<file path="config.mk">
export PLATFORM = sky130hd
export DESIGN_NAME = fadd_top
export DESIGN_NICKNAME = d
export VERILOG_FILES = /design/src/source/fadd_pkg.sv /design/src/source/fadd_align.sv /design/src/source/fadd_round.sv /design/src/source/fadd_sum.sv /design/src/source/fadd_top.sv
export VERILOG_INCLUDE_DIRS = /design/src /design/src/source
export SDC_FILE = /design/constraint.sdc
export NUM_CORES = 2
export LEC_CHECK = 0
export ABC_CLOCK_PERIOD_IN_PS = 22800
export BUFFER_PORTS_ARGS = -buffer_cell sky130_fd_sc_hd__buf_2
export CELL_PAD_IN_SITES_DETAIL_PLACEMENT = 1
export CELL_PAD_IN_SITES_GLOBAL_PLACEMENT = 2
export CORE_ASPECT_RATIO = 1.25
export CORE_UTILIZATION = 40
export DETAILED_ROUTE_END_ITERATION = 12
export PLACE_DENSITY = 0.87
export SYNTH_ARGS = -nofsm -noshare
export SYNTH_HDL_FRONTEND = slang
export SYNTH_SLANG_ARGS = --single-unit
</file>
<file path="constraint.sdc">
create_clock -name clk -period 22.8 [get_ports clk]
set_clock_uncertainty 0.1 [all_clocks]
set_input_delay 2.28 -clock clk [delete_from_list [all_inputs] [get_ports clk]]
set_output_delay 2.28 -clock clk [all_outputs]
set_load 0.03 [all_outputs]
</file>
<file path="src/source/fadd_cfg.svh">
// fadd configuration: double-precision field widths, exponent limits and rounding codes
`ifndef FADD_CFG_SVH
`define FADD_CFG_SVH

// raw IEEE double layout
`define FADD_WORD_W 64
`define FADD_FRAC_W 52
`define FADD_EXP_W 11

// working widths
// mantissa is overflow, hidden one, fraction, guard, round
`define FADD_MANT_W 56
// exponent with room for a carry and a borrow
`define FADD_XEXP_W 13

// largest biased exponent of a finite number
`define FADD_EXP_MAX 2046

// canonical quiet NaN returned for every NaN result
`define FADD_QNAN 64'h7FF8000000000001

// rounding mode codes
// 1, 5 and 6 are unused and round to nearest even
`define FADD_RM_TRUNC 3'd0
`define FADD_RM_EVEN 3'd2
`define FADD_RM_PLUS 3'd3
`define FADD_RM_MINUS 3'd4

`endif

</file>
<file path="src/source/fadd_pkg.sv">
// fadd types shared by the three pipeline stages and the top level
`include "fadd_cfg.svh"

package fadd_pkg;

  // raw operand or result word
  typedef logic [`FADD_WORD_W-1:0] fp_word_t;

  // working mantissa
  // [55] carry out of the add
  // [54] hidden one
  // [53:2] stored fraction
  // [1] guard, [0] round
  typedef logic [`FADD_MANT_W-1:0] fadd_mant_t;

  // biased exponent, read as two's complement once renormalised
  typedef logic [`FADD_XEXP_W-1:0] fadd_exp_t;

  // rounding mode code
  typedef logic [2:0] fadd_rmode_t;

  // exception flags raised with each result
  typedef struct packed {
    logic invalid;
    logic overflow;
    logic inexact;
  } fadd_flags_t;

endpackage

</file>
<file path="src/source/fadd_align.sv">
// fadd align stage: unpacks both operands, detects special values, swaps and aligns
`timescale 1ns/1ps
`include "fadd_cfg.svh"

module fadd_align import fadd_pkg::*; (
  input  logic        clk,
  input  logic        rst,
  input  logic        en,
  input  fp_word_t    a,
  input  fp_word_t    b,
  input  logic        sub,
  input  fadd_rmode_t rmode,
  output logic        s1_valid,
  output logic        s1_sign,
  output fadd_exp_t   s1_exp,
  output fadd_mant_t  s1_big,
  output fadd_mant_t  s1_small,
  output logic        s1_sticky,
  output logic        s1_eff_sub,
  output fadd_rmode_t s1_rmode,
  output logic        s1_spec,
  output fp_word_t    s1_spec_word,
  output logic        s1_spec_invalid
);

  localparam int WW = `FADD_WORD_W;
  localparam int FW = `FADD_FRAC_W;
  localparam int EW = `FADD_EXP_W;
  localparam int MW = `FADD_MANT_W;

  logic             en_q;
  fp_word_t         a_q;
  fp_word_t         b_q;
  logic             sub_q;
  fadd_rmode_t      rmode_q;
  logic             a_sign;
  logic             b_sign;
  logic [EW-1:0]    a_exp;
  logic [EW-1:0]    b_exp;
  logic [FW-1:0]    a_frac;
  logic [FW-1:0]    b_frac;
  logic             a_zero;
  logic             b_zero;
  logic             a_inf;
  logic             b_inf;
  logic             a_nan;
  logic             b_nan;
  fadd_mant_t       a_mant;
  fadd_mant_t       b_mant;
  logic             a_ge_b;
  logic             eff_sub;
  logic [EW-1:0]    big_exp;
  logic [EW-1:0]    exp_diff;
  logic [6:0]       shamt;
  fadd_mant_t       small_mant;
  logic [2*MW-1:0]  shift_wide;
  logic             spec;
  logic             spec_invalid;
  fp_word_t         spec_word;

  // denormals flush to zero here
  function automatic fadd_mant_t unpack_mant(input logic [EW-1:0] e, input logic [FW-1:0] f);
    unpack_mant = (e == '0) ? '0 : {1'b0, 1'b1, f, 2'b00};
  endfunction

  // input capture
  always_ff @(posedge clk) begin
    if (rst) begin
      en_q <= 1'b0;
    end else begin
      en_q <= en;
    end
  end

  always_ff @(posedge clk) begin
    a_q     <= a;
    b_q     <= b;
    sub_q   <= sub;
    rmode_q <= rmode;
  end

  // b sign folds in the subtract
  assign a_sign = a_q[WW-1];
  assign b_sign = b_q[WW-1] ^ sub_q;
  assign a_exp  = a_q[WW-2 -: EW];
  assign b_exp  = b_q[WW-2 -: EW];
  assign a_frac = a_q[FW-1:0];
  assign b_frac = b_q[FW-1:0];

  assign a_zero = (a_exp == '0);
  assign b_zero = (b_exp == '0);
  assign a_inf  = (&a_exp) && (a_frac == '0);
  assign b_inf  = (&b_exp) && (b_frac == '0);
  assign a_nan  = (&a_exp) && (a_frac != '0);
  assign b_nan  = (&b_exp) && (b_frac != '0);

  assign a_mant  = unpack_mant(a_exp, a_frac);
  assign b_mant  = unpack_mant(b_exp, b_frac);
  assign eff_sub = a_sign ^ b_sign;

  // magnitude compare, exponent first
  assign a_ge_b     = {a_exp, a_mant} >= {b_exp, b_mant};
  assign big_exp    = a_ge_b ? a_exp : b_exp;
  assign small_mant = a_ge_b ? b_mant : a_mant;
  assign exp_diff   = a_ge_b ? (a_exp - b_exp) : (b_exp - a_exp);

  // past the mantissa width only sticky survives
  assign shamt      = (exp_diff >= EW'(MW)) ? 7'(MW) : exp_diff[6:0];
  assign shift_wide = {small_mant, {MW{1'b0}}} >> shamt;

  // nan wins, then inf minus inf, then a lone infinity
  assign spec = a_nan || b_nan || a_inf || b_inf || (a_zero && b_zero && !eff_sub);
  assign spec_invalid = (a_nan && !a_frac[FW-1]) || (b_nan && !b_frac[FW-1]) ||
                        (a_inf && b_inf && eff_sub);

  always_comb begin
    if (a_nan || b_nan || (a_inf && b_inf && eff_sub)) begin
      spec_word = `FADD_QNAN;
    end else if (a_inf) begin
      spec_word = {a_sign, {EW{1'b1}}, {FW{1'b0}}};
    end else if (b_inf) begin
      spec_word = {b_sign, {EW{1'b1}}, {FW{1'b0}}};
    end else begin
      // like-signed zeros keep their sign
      spec_word = {a_sign, {(WW-1){1'b0}}};
    end
  end

  always_ff @(posedge clk) begin
    if (rst) begin
      s1_valid <= 1'b0;
    end else begin
      s1_valid <= en_q;
    end
  end

  always_ff @(posedge clk) begin
    s1_sign         <= a_ge_b ? a_sign : b_sign;
    s1_exp          <= fadd_exp_t'(big_exp);
    s1_big          <= a_ge_b ? a_mant : b_mant;
    s1_small        <= shift_wide[2*MW-1 -: MW];
    s1_sticky       <= |shift_wide[MW-1:0];
    s1_eff_sub      <= eff_sub;
    s1_rmode        <= rmode_q;
    s1_spec         <= spec;
    s1_spec_word    <= spec_word;
    s1_spec_invalid <= spec_invalid;
  end

  // swap must leave the aligned operand no larger than the big one
  a_small_le_big: assert property (@(posedge clk) disable iff (rst)
    s1_valid && !s1_spec |-> s1_small[MW-1:2] <= s1_big[MW-1:2]);

endmodule

</file>
<file path="src/source/fadd_round.sv">
// fadd round stage that rounds the sum, packs the fields and applies special results and flags
`timescale 1ns/1ps
`include "fadd_cfg.svh"

module fadd_round import fadd_pkg::*; (
  input  logic        clk,
  input  logic        rst,
  input  logic        s2_valid,
  input  logic        s2_sign,
  input  fadd_exp_t   s2_exp,
  input  fadd_mant_t  s2_mant,
  input  logic        s2_sticky,
  input  logic        s2_zero,
  input  fadd_rmode_t s2_rmode,
  input  logic        s2_spec,
  input  fp_word_t    s2_spec_word,
  input  logic        s2_spec_invalid,
  output fp_word_t    res,
  output logic        res_valid,
  output fadd_flags_t raise
);

  localparam int WW = `FADD_WORD_W;
  localparam int FW = `FADD_FRAC_W;
  localparam int EW = `FADD_EXP_W;
  localparam int MW = `FADD_MANT_W;

  localparam fadd_exp_t EXP_MAX = fadd_exp_t'(`FADD_EXP_MAX);

  logic          lsb;
  logic          guard;
  logic          rest;
  logic          inexact;
  logic          inc;
  logic          is_trunc;
  logic          is_plus;
  logic          is_minus;
  logic          ovf;
  logic          unf;
  logic          ovf_to_inf;
  logic [FW+1:0] rnd;
  logic [FW-1:0] frac_r;
  fadd_exp_t     exp_r;
  fp_word_t      res_d;
  fadd_flags_t   raise_d;

  assign lsb     = s2_mant[2];
  assign guard   = s2_mant[1];
  assign rest    = s2_mant[0] | s2_sticky;
  assign inexact = guard | rest;

  assign is_trunc = (s2_rmode == `FADD_RM_TRUNC);
  assign is_plus  = (s2_rmode == `FADD_RM_PLUS);
  assign is_minus = (s2_rmode == `FADD_RM_MINUS);

  // unused codes fall to nearest even
  always_comb begin
    if (is_trunc) begin
      inc = 1'b0;
    end else if (is_plus) begin
      inc = !s2_sign && inexact;
    end else if (is_minus) begin
      inc = s2_sign && inexact;
    end else begin
      inc = guard && (rest || lsb);
    end
  end

  // a round carry leaves a zero fraction and bumps the exponent
  assign rnd    = {1'b0, s2_mant[MW-2:2]} + {{(FW+1){1'b0}}, inc};
  assign exp_r  = s2_exp + fadd_exp_t'(rnd[FW+1]);
  assign frac_r = rnd[FW-1:0];

  assign ovf = $signed(exp_r) > $signed(EXP_MAX);
  assign unf = $signed(exp_r) < $signed(fadd_exp_t'(1));

  // infinity unless the mode rounds toward zero for this sign
  assign ovf_to_inf = !(is_trunc || (is_plus && s2_sign) || (is_minus && !s2_sign));

  always_comb begin
    raise_d = '0;
    if (s2_spec) begin
      res_d           = s2_spec_word;
      raise_d.invalid = s2_spec_invalid;
    end else if (s2_zero) begin
      res_d = {is_minus, {(WW-1){1'b0}}};
    end else if (ovf) begin
      if (ovf_to_inf) begin
        res_d = {s2_sign, {EW{1'b1}}, {FW{1'b0}}};
      end else begin
        res_d = {s2_sign, EXP_MAX[EW-1:0], {FW{1'b1}}};
      end
      raise_d.overflow = 1'b1;
      raise_d.inexact  = 1'b1;
    end else if (unf) begin
      // flushed below min normal
      res_d           = {s2_sign, {(WW-1){1'b0}}};
      raise_d.inexact = 1'b1;
    end else begin
      res_d           = {s2_sign, exp_r[EW-1:0], frac_r};
      raise_d.inexact = inexact;
    end
  end

  always_ff @(posedge clk) begin
    if (rst) begin
      res_valid <= 1'b0;
      raise     <= '0;
    end else begin
      res_valid <= s2_valid;
      raise     <= raise_d;
    end
  end

  always_ff @(posedge clk) begin
    res <= res_d;
  end

  // every result leaving the pipe is fully known
  a_res_known: assert property (@(posedge clk) disable iff (rst)
    res_valid |-> !$isunknown(res));

endmodule

</file>
<file path="src/source/fadd_sum.sv">
// fadd sum stage: adds or subtracts the aligned mantissas and renormalises the result
`timescale 1ns/1ps
`include "fadd_cfg.svh"

module fadd_sum import fadd_pkg::*; (
  input  logic        clk,
  input  logic        rst,
  input  logic        s1_valid,
  input  logic        s1_sign,
  input  fadd_exp_t   s1_exp,
  input  fadd_mant_t  s1_big,
  input  fadd_mant_t  s1_small,
  input  logic        s1_sticky,
  input  logic        s1_eff_sub,
  input  fadd_rmode_t s1_rmode,
  input  logic        s1_spec,
  input  fp_word_t    s1_spec_word,
  input  logic        s1_spec_invalid,
  output logic        s2_valid,
  output logic        s2_sign,
  output fadd_exp_t   s2_exp,
  output fadd_mant_t  s2_mant,
  output logic        s2_sticky,
  output logic        s2_zero,
  output fadd_rmode_t s2_rmode,
  output logic        s2_spec,
  output fp_word_t    s2_spec_word,
  output logic        s2_spec_invalid
);

  localparam int MW  = `FADD_MANT_W;
  localparam int HID = MW - 2;

  fadd_mant_t raw;
  fadd_mant_t norm_mant;
  fadd_exp_t  norm_exp;
  logic       norm_sticky;
  logic [5:0] lead;

  // lost bits below the round position borrow one unit on subtract
  assign raw = s1_eff_sub ? (s1_big - s1_small - fadd_mant_t'(s1_sticky)) :
                            (s1_big + s1_small);

  // priority search, the highest set bit wins
  always_comb begin
    lead = '0;
    for (int i = 0; i < MW - 1; i++) begin
      if (raw[i]) begin
        lead = 6'(HID - i);
      end
    end
  end

  always_comb begin
    norm_mant   = raw;
    norm_exp    = s1_exp;
    norm_sticky = s1_sticky;
    if (raw[MW-1]) begin
      // carry out, one step right
      norm_mant   = raw >> 1;
      norm_exp    = s1_exp + 1'b1;
      norm_sticky = s1_sticky | raw[0];
    end else begin
      // may go below one after heavy cancellation
      norm_mant = raw << lead;
      norm_exp  = s1_exp - fadd_exp_t'(lead);
    end
  end

  always_ff @(posedge clk) begin
    if (rst) begin
      s2_valid <= 1'b0;
    end else begin
      s2_valid <= s1_valid;
    end
  end

  always_ff @(posedge clk) begin
    s2_sign         <= s1_sign;
    s2_exp          <= norm_exp;
    s2_mant         <= norm_mant;
    s2_sticky       <= norm_sticky;
    s2_zero         <= (raw == '0) && !s1_sticky;
    s2_rmode        <= s1_rmode;
    s2_spec         <= s1_spec;
    s2_spec_word    <= s1_spec_word;
    s2_spec_invalid <= s1_spec_invalid;
  end

  // any nonzero sum leaves the renormaliser with the hidden one in place
  a_hidden_set: assert property (@(posedge clk) disable iff (rst)
    s2_valid && !s2_zero |-> s2_mant[HID] && !s2_mant[MW-1]);

endmodule

</file>
<file path="src/source/fadd_top.sv">
// fadd top: three-stage double-precision adder built from align, sum and round stages
`timescale 1ns/1ps

module fadd_top import fadd_pkg::*; (
  input  logic        clk,
  input  logic        rst,
  input  logic        en,
  input  fp_word_t    a,
  input  fp_word_t    b,
  input  logic        sub,
  input  fadd_rmode_t rmode,
  output fp_word_t    res,
  output logic        res_valid,
  output fadd_flags_t raise
);

  // align to sum
  logic        s1_valid;
  logic        s1_sign;
  fadd_exp_t   s1_exp;
  fadd_mant_t  s1_big;
  fadd_mant_t  s1_small;
  logic        s1_sticky;
  logic        s1_eff_sub;
  fadd_rmode_t s1_rmode;
  logic        s1_spec;
  fp_word_t    s1_spec_word;
  logic        s1_spec_invalid;

  // sum to round
  logic        s2_valid;
  logic        s2_sign;
  fadd_exp_t   s2_exp;
  fadd_mant_t  s2_mant;
  logic        s2_sticky;
  logic        s2_zero;
  fadd_rmode_t s2_rmode;
  logic        s2_spec;
  fp_word_t    s2_spec_word;
  logic        s2_spec_invalid;

  fadd_align fadd_align_i (
    .clk             (clk),
    .rst             (rst),
    .en              (en),
    .a               (a),
    .b               (b),
    .sub             (sub),
    .rmode           (rmode),
    .s1_valid        (s1_valid),
    .s1_sign         (s1_sign),
    .s1_exp          (s1_exp),
    .s1_big          (s1_big),
    .s1_small        (s1_small),
    .s1_sticky       (s1_sticky),
    .s1_eff_sub      (s1_eff_sub),
    .s1_rmode        (s1_rmode),
    .s1_spec         (s1_spec),
    .s1_spec_word    (s1_spec_word),
    .s1_spec_invalid (s1_spec_invalid)
  );

  fadd_sum fadd_sum_i (
    .clk             (clk),
    .rst             (rst),
    .s1_valid        (s1_valid),
    .s1_sign         (s1_sign),
    .s1_exp          (s1_exp),
    .s1_big          (s1_big),
    .s1_small        (s1_small),
    .s1_sticky       (s1_sticky),
    .s1_eff_sub      (s1_eff_sub),
    .s1_rmode        (s1_rmode),
    .s1_spec         (s1_spec),
    .s1_spec_word    (s1_spec_word),
    .s1_spec_invalid (s1_spec_invalid),
    .s2_valid        (s2_valid),
    .s2_sign         (s2_sign),
    .s2_exp          (s2_exp),
    .s2_mant         (s2_mant),
    .s2_sticky       (s2_sticky),
    .s2_zero         (s2_zero),
    .s2_rmode        (s2_rmode),
    .s2_spec         (s2_spec),
    .s2_spec_word    (s2_spec_word),
    .s2_spec_invalid (s2_spec_invalid)
  );

  fadd_round fadd_round_i (
    .clk             (clk),
    .rst             (rst),
    .s2_valid        (s2_valid),
    .s2_sign         (s2_sign),
    .s2_exp          (s2_exp),
    .s2_mant         (s2_mant),
    .s2_sticky       (s2_sticky),
    .s2_zero         (s2_zero),
    .s2_rmode        (s2_rmode),
    .s2_spec         (s2_spec),
    .s2_spec_word    (s2_spec_word),
    .s2_spec_invalid (s2_spec_invalid),
    .res             (res),
    .res_valid       (res_valid),
    .raise           (raise)
  );

endmodule
</file>
==> flow_metrics.env <==
export IMPL_gr_usage_all_layers_pct=35.6
export IMPL_insertion_delay_ns=0.64
export IMPL_period_share_pct=39.8
export IMPL_min_path_type="reg2reg"
export IMPL_setup_slack_ns=13.73
export IMPL_leakagePower_nw=15.9
export IMPL_io_pins=203
export IMPL_synth_compound_area_share_pct=26.8
export IMPL_nFillCells=10100
export IMPL_overflow=0
export IMPL_cp_start_kind="register"
export IMPL_cts_buffers=43
export IMPL_synth_top_family_by_area="compound AO/OA/AOI/OAI gates"
export IMPL_hold_ws_ns=0.227
export IMPL_top_usage_layer="met2"
export IMPL_grt_max_degree=94
export IMPL_endpoint_kind="register"
export IMPL_min_period_ns=9.07
export IMPL_finalNetCount=4849
export IMPL_die_w_um=259
export IMPL_cts_clk_slew_worst_paths_ns=0.06
export IMPL_core_mm2=0.0817
export IMPL_yosys_cell_types_count=100
export IMPL_globalRouteMet2Util_pct=62.8
export IMPL_yosys_area_share_simple_pct=21.2
export IMPL_cts_resized=0
export IMPL_vias=34200
export IMPL_max_slew_worst_pin_slew_ns=1.33
export IMPL_layout_drive_gt1_share_pct=10.9
export IMPL_ys_warn_count=0
export IMPL_cts_root_buf="clkbuf_16"
export IMPL_final_area_mm2=0.0365
export IMPL_yosys_area_share_adder_pct=9.62
export IMPL_report_final_slew_viol_count=0
export IMPL_path_max_fanout=52
export IMPL_cp_slowest_cell="a2111oi_0"
export IMPL_fmax_mhz=110
export IMPL_status="finished, final reports clean"
export IMPL_grt_pass1_wl_mm=224
export IMPL_syn_num_nets=4774
export IMPL_first_pass_iters=5
export IMPL_post_place_ws_ns=13.86
export IMPL_syn_to_final_growth_pct=10.5
export IMPL_drt_iter0_drc=2461
export IMPL_cp_arrival_ns=9.54
export IMPL_synth_flop_cell="dfxtp_1"
export IMPL_async_flop_share_pct=0
export IMPL_setup_viol=0
export IMPL_ir_drop_v=0.0000563
export IMPL_crit_required_ns=23.26
export IMPL_synth_edf_count=0
export IMPL_rsz0062_at_grt="false"
export IMPL_synth_mux_area_share_pct=7.74
export IMPL_postCtsSetupRepairBufs=0
export IMPL_dp_cells=5488
export IMPL_clk_path_buf_depth=3
export IMPL_grt_pass1_vias=34500
export IMPL_initial_core_util_pct=40.5
export IMPL_stdcell_count=5572
export IMPL_syn_area_mm2=0.0331
export IMPL_ant_nets=0
export IMPL_use_met1_pct=38.2
export IMPL_die_area_mm2=0.0839
export IMPL_dpl_hpwl_mm=123
export IMPL_setup_tns_ns=0
export IMPL_met3_usage_pct=4.66
export IMPL_dieHeight_um=324
export IMPL_seq_area_frac_synth_pct=24.9
export IMPL_postSynthAreaPerCell_um2=7.54
export IMPL_remaining_drc_errors=0
export IMPL_routed_via_density=6.13
export IMPL_clock_sinks=412
export IMPL_post_synth_inst_count=4387
export IMPL_portBuffers=202
export IMPL_cts_tree="built"
export IMPL_gp_congestion=1.05
export IMPL_relSlewSlack_pct=10.3
export IMPL_antenna_found_initial=12
export IMPL_synthXorXnorAreaFrac_pct=3.71
export IMPL_p_per_area_mw_per_mm2=93.7
export IMPL_maxCapViolCount=0
export IMPL_critPathKind="reg2reg"
export IMPL_wire_per_inst_um=27.4
export IMPL_ctsHoldBuffers=0
export IMPL_max_stage_delay_ns=0.84
export IMPL_final_hold_viol_count=0
export IMPL_wl_mm=153
export IMPL_placed_area_mm2=0.0350
export IMPL_htree_levels=2
export IMPL_rows=117
export IMPL_ys_ff_latch=412
## sequential cells by signal, indices dropped and copies added, names as in the netlist, 3 cells and up
register and flops:
fadd_align_i.a_q 64, fadd_align_i.b_q 64, fadd_round_i.res 64, fadd_align_i.s1_small 55, fadd_sum_i.s2_mant 55, fadd_align_i.s1_big 53, fadd_sum_i.s2_exp 13, fadd_align_i.s1_exp 11
fadd_align_i.rmode_q 3, fadd_align_i.s1_rmode 3, fadd_align_i.s1_spec_word 3, fadd_round_i.raise 3, fadd_sum_i.s2_rmode 3, fadd_sum_i.s2_spec_word 3
## Yosys cell counts (36+ instances only)
master	number	area, um^2
nand3_1	114	571
a21o_1	80	601
o21ai_0	291	1460
inv_1	268	1010
nand2_1	587	2200
xnor2_1	106	928
dfxtp_1	412	8250
a211oi_1	52	390
nor4_1	64	400
clkbuf_1	163	612
mux2i_1	169	1690
ha_1	248	3100
a22oi_1	44	330
a221oi_1	36	315
and3_1	38	238
mux2_2	76	856
nor2_1	333	1250
o22ai_1	55	344
a31oi_1	36	225
nor3_1	71	355
and2_1	73	457
o21a_1	42	315
a21oi_1	315	1580
nand4_1	53	332
o211ai_1	52	390
## metrics by stage
step,total power [mW],util [%]
6_report,3.42,44.7
4_1_cts,3.40,44.7
3_3_place_gp,2.64,42.9
2_1_floorplan,2.06,-
5_1_grt,3.60,44.7
3_5_place_dp,2.65,42.9
## critical path: cells and delay by family, from the launching register on
kind	cells	cell delay (ns)
compound gates	15	4.90
buf+inv	7	1.35
flops	1	0.44
xor+xnor	1	0.15
fa+ha+maj	3	1.00
mux	1	0.09
simple gates	5	0.91
## final cells by class
type | instances | area (um^2) | share of cell area [%]
Tap cell | 1071 | 1340 | 3.67
Inverter | 272 | 1020 | 2.79
Clock buffer | 54 | 1190 | 3.25
Timing Repair Buffer | 267 | 1500 | 4.10
Multi-Input combinational cell | 3466 | 22900 | 62.7
Antenna cell | 10 | 25.0 | 0.0685
Clock inverter | 20 | 292 | 0.798
Sequential cell | 412 | 8250 | 22.6
## worst paths after layout
kind                              end  slack (ns)                    start  cells after the start
max             fadd_sum_i.s2_exp[11]       13.73   fadd_align_i.s1_big[7]                     32
min          fadd_align_i.s1_rmode[2]        0.23  fadd_align_i.rmode_q[2]                      0
max reg2reg     fadd_sum_i.s2_exp[11]       13.73   fadd_align_i.s1_big[7]                     32
min reg2reg  fadd_align_i.s1_rmode[2]        0.23  fadd_align_i.rmode_q[2]                      0
## layer usage
metal	vias to the layer above	wire length (um)	part of all wire, %
met2	1176	74600	49
met3	488	7070	4.6
li1	16100	-	-
met5	-	9	0.0059
met4	2	13900	9.1
met1	16400	57100	37
## report_power, final
part           internal [mW]  total [mW]  switching, mW
clock network          0.420       0.740          0.320
registers              0.868       0.967         0.0987
logic                  0.560        1.72           1.16
total                   1.85        3.42           1.58
## logic make-up after synthesis
family	count (synthesis)
AO/OA/AOI/OAI	1331
AND/OR/NAND/NOR	1497
multiplexers	246
adder cells (fa/ha/maj)	252
buffers and inverters	509
flip-flops	412
XOR/XNOR	140
## cells in the final DEF (no fill, tap or decap), types with 34 or more instances in the layout
cell type | netlist | final
buf_4 | 8 | 65
a21oi_1 | 315 | 314
nor2_1 | 333 | 331
dfxtp_1 | 412 | 411
mux2i_1 | 169 | 168
a21o_1 | 80 | 79
nor3_1 | 71 | 71
xnor2_1 | 106 | 106
o22ai_1 | 55 | 55
o21a_1 | 42 | 42
o21ai_0 | 291 | 291
a221oi_1 | 36 | 36
and2_1 | 73 | 73
a211oi_1 | 52 | 52
nand2b_1 | 35 | 34
o211ai_1 | 52 | 52
ha_1 | 248 | 247
clkbuf_16 | 0 | 43
mux2_2 | 76 | 76
nand4_1 | 53 | 53
and3_1 | 38 | 38
buf_2 | 35 | 202
xor2_1 | 34 | 34
nor4_1 | 64 | 64
a22oi_1 | 44 | 43
inv_1 | 268 | 267
nand2_1 | 587 | 584
a31oi_1 | 36 | 36
nand3_1 | 114 | 112
(Power assumes the default switching activity.)
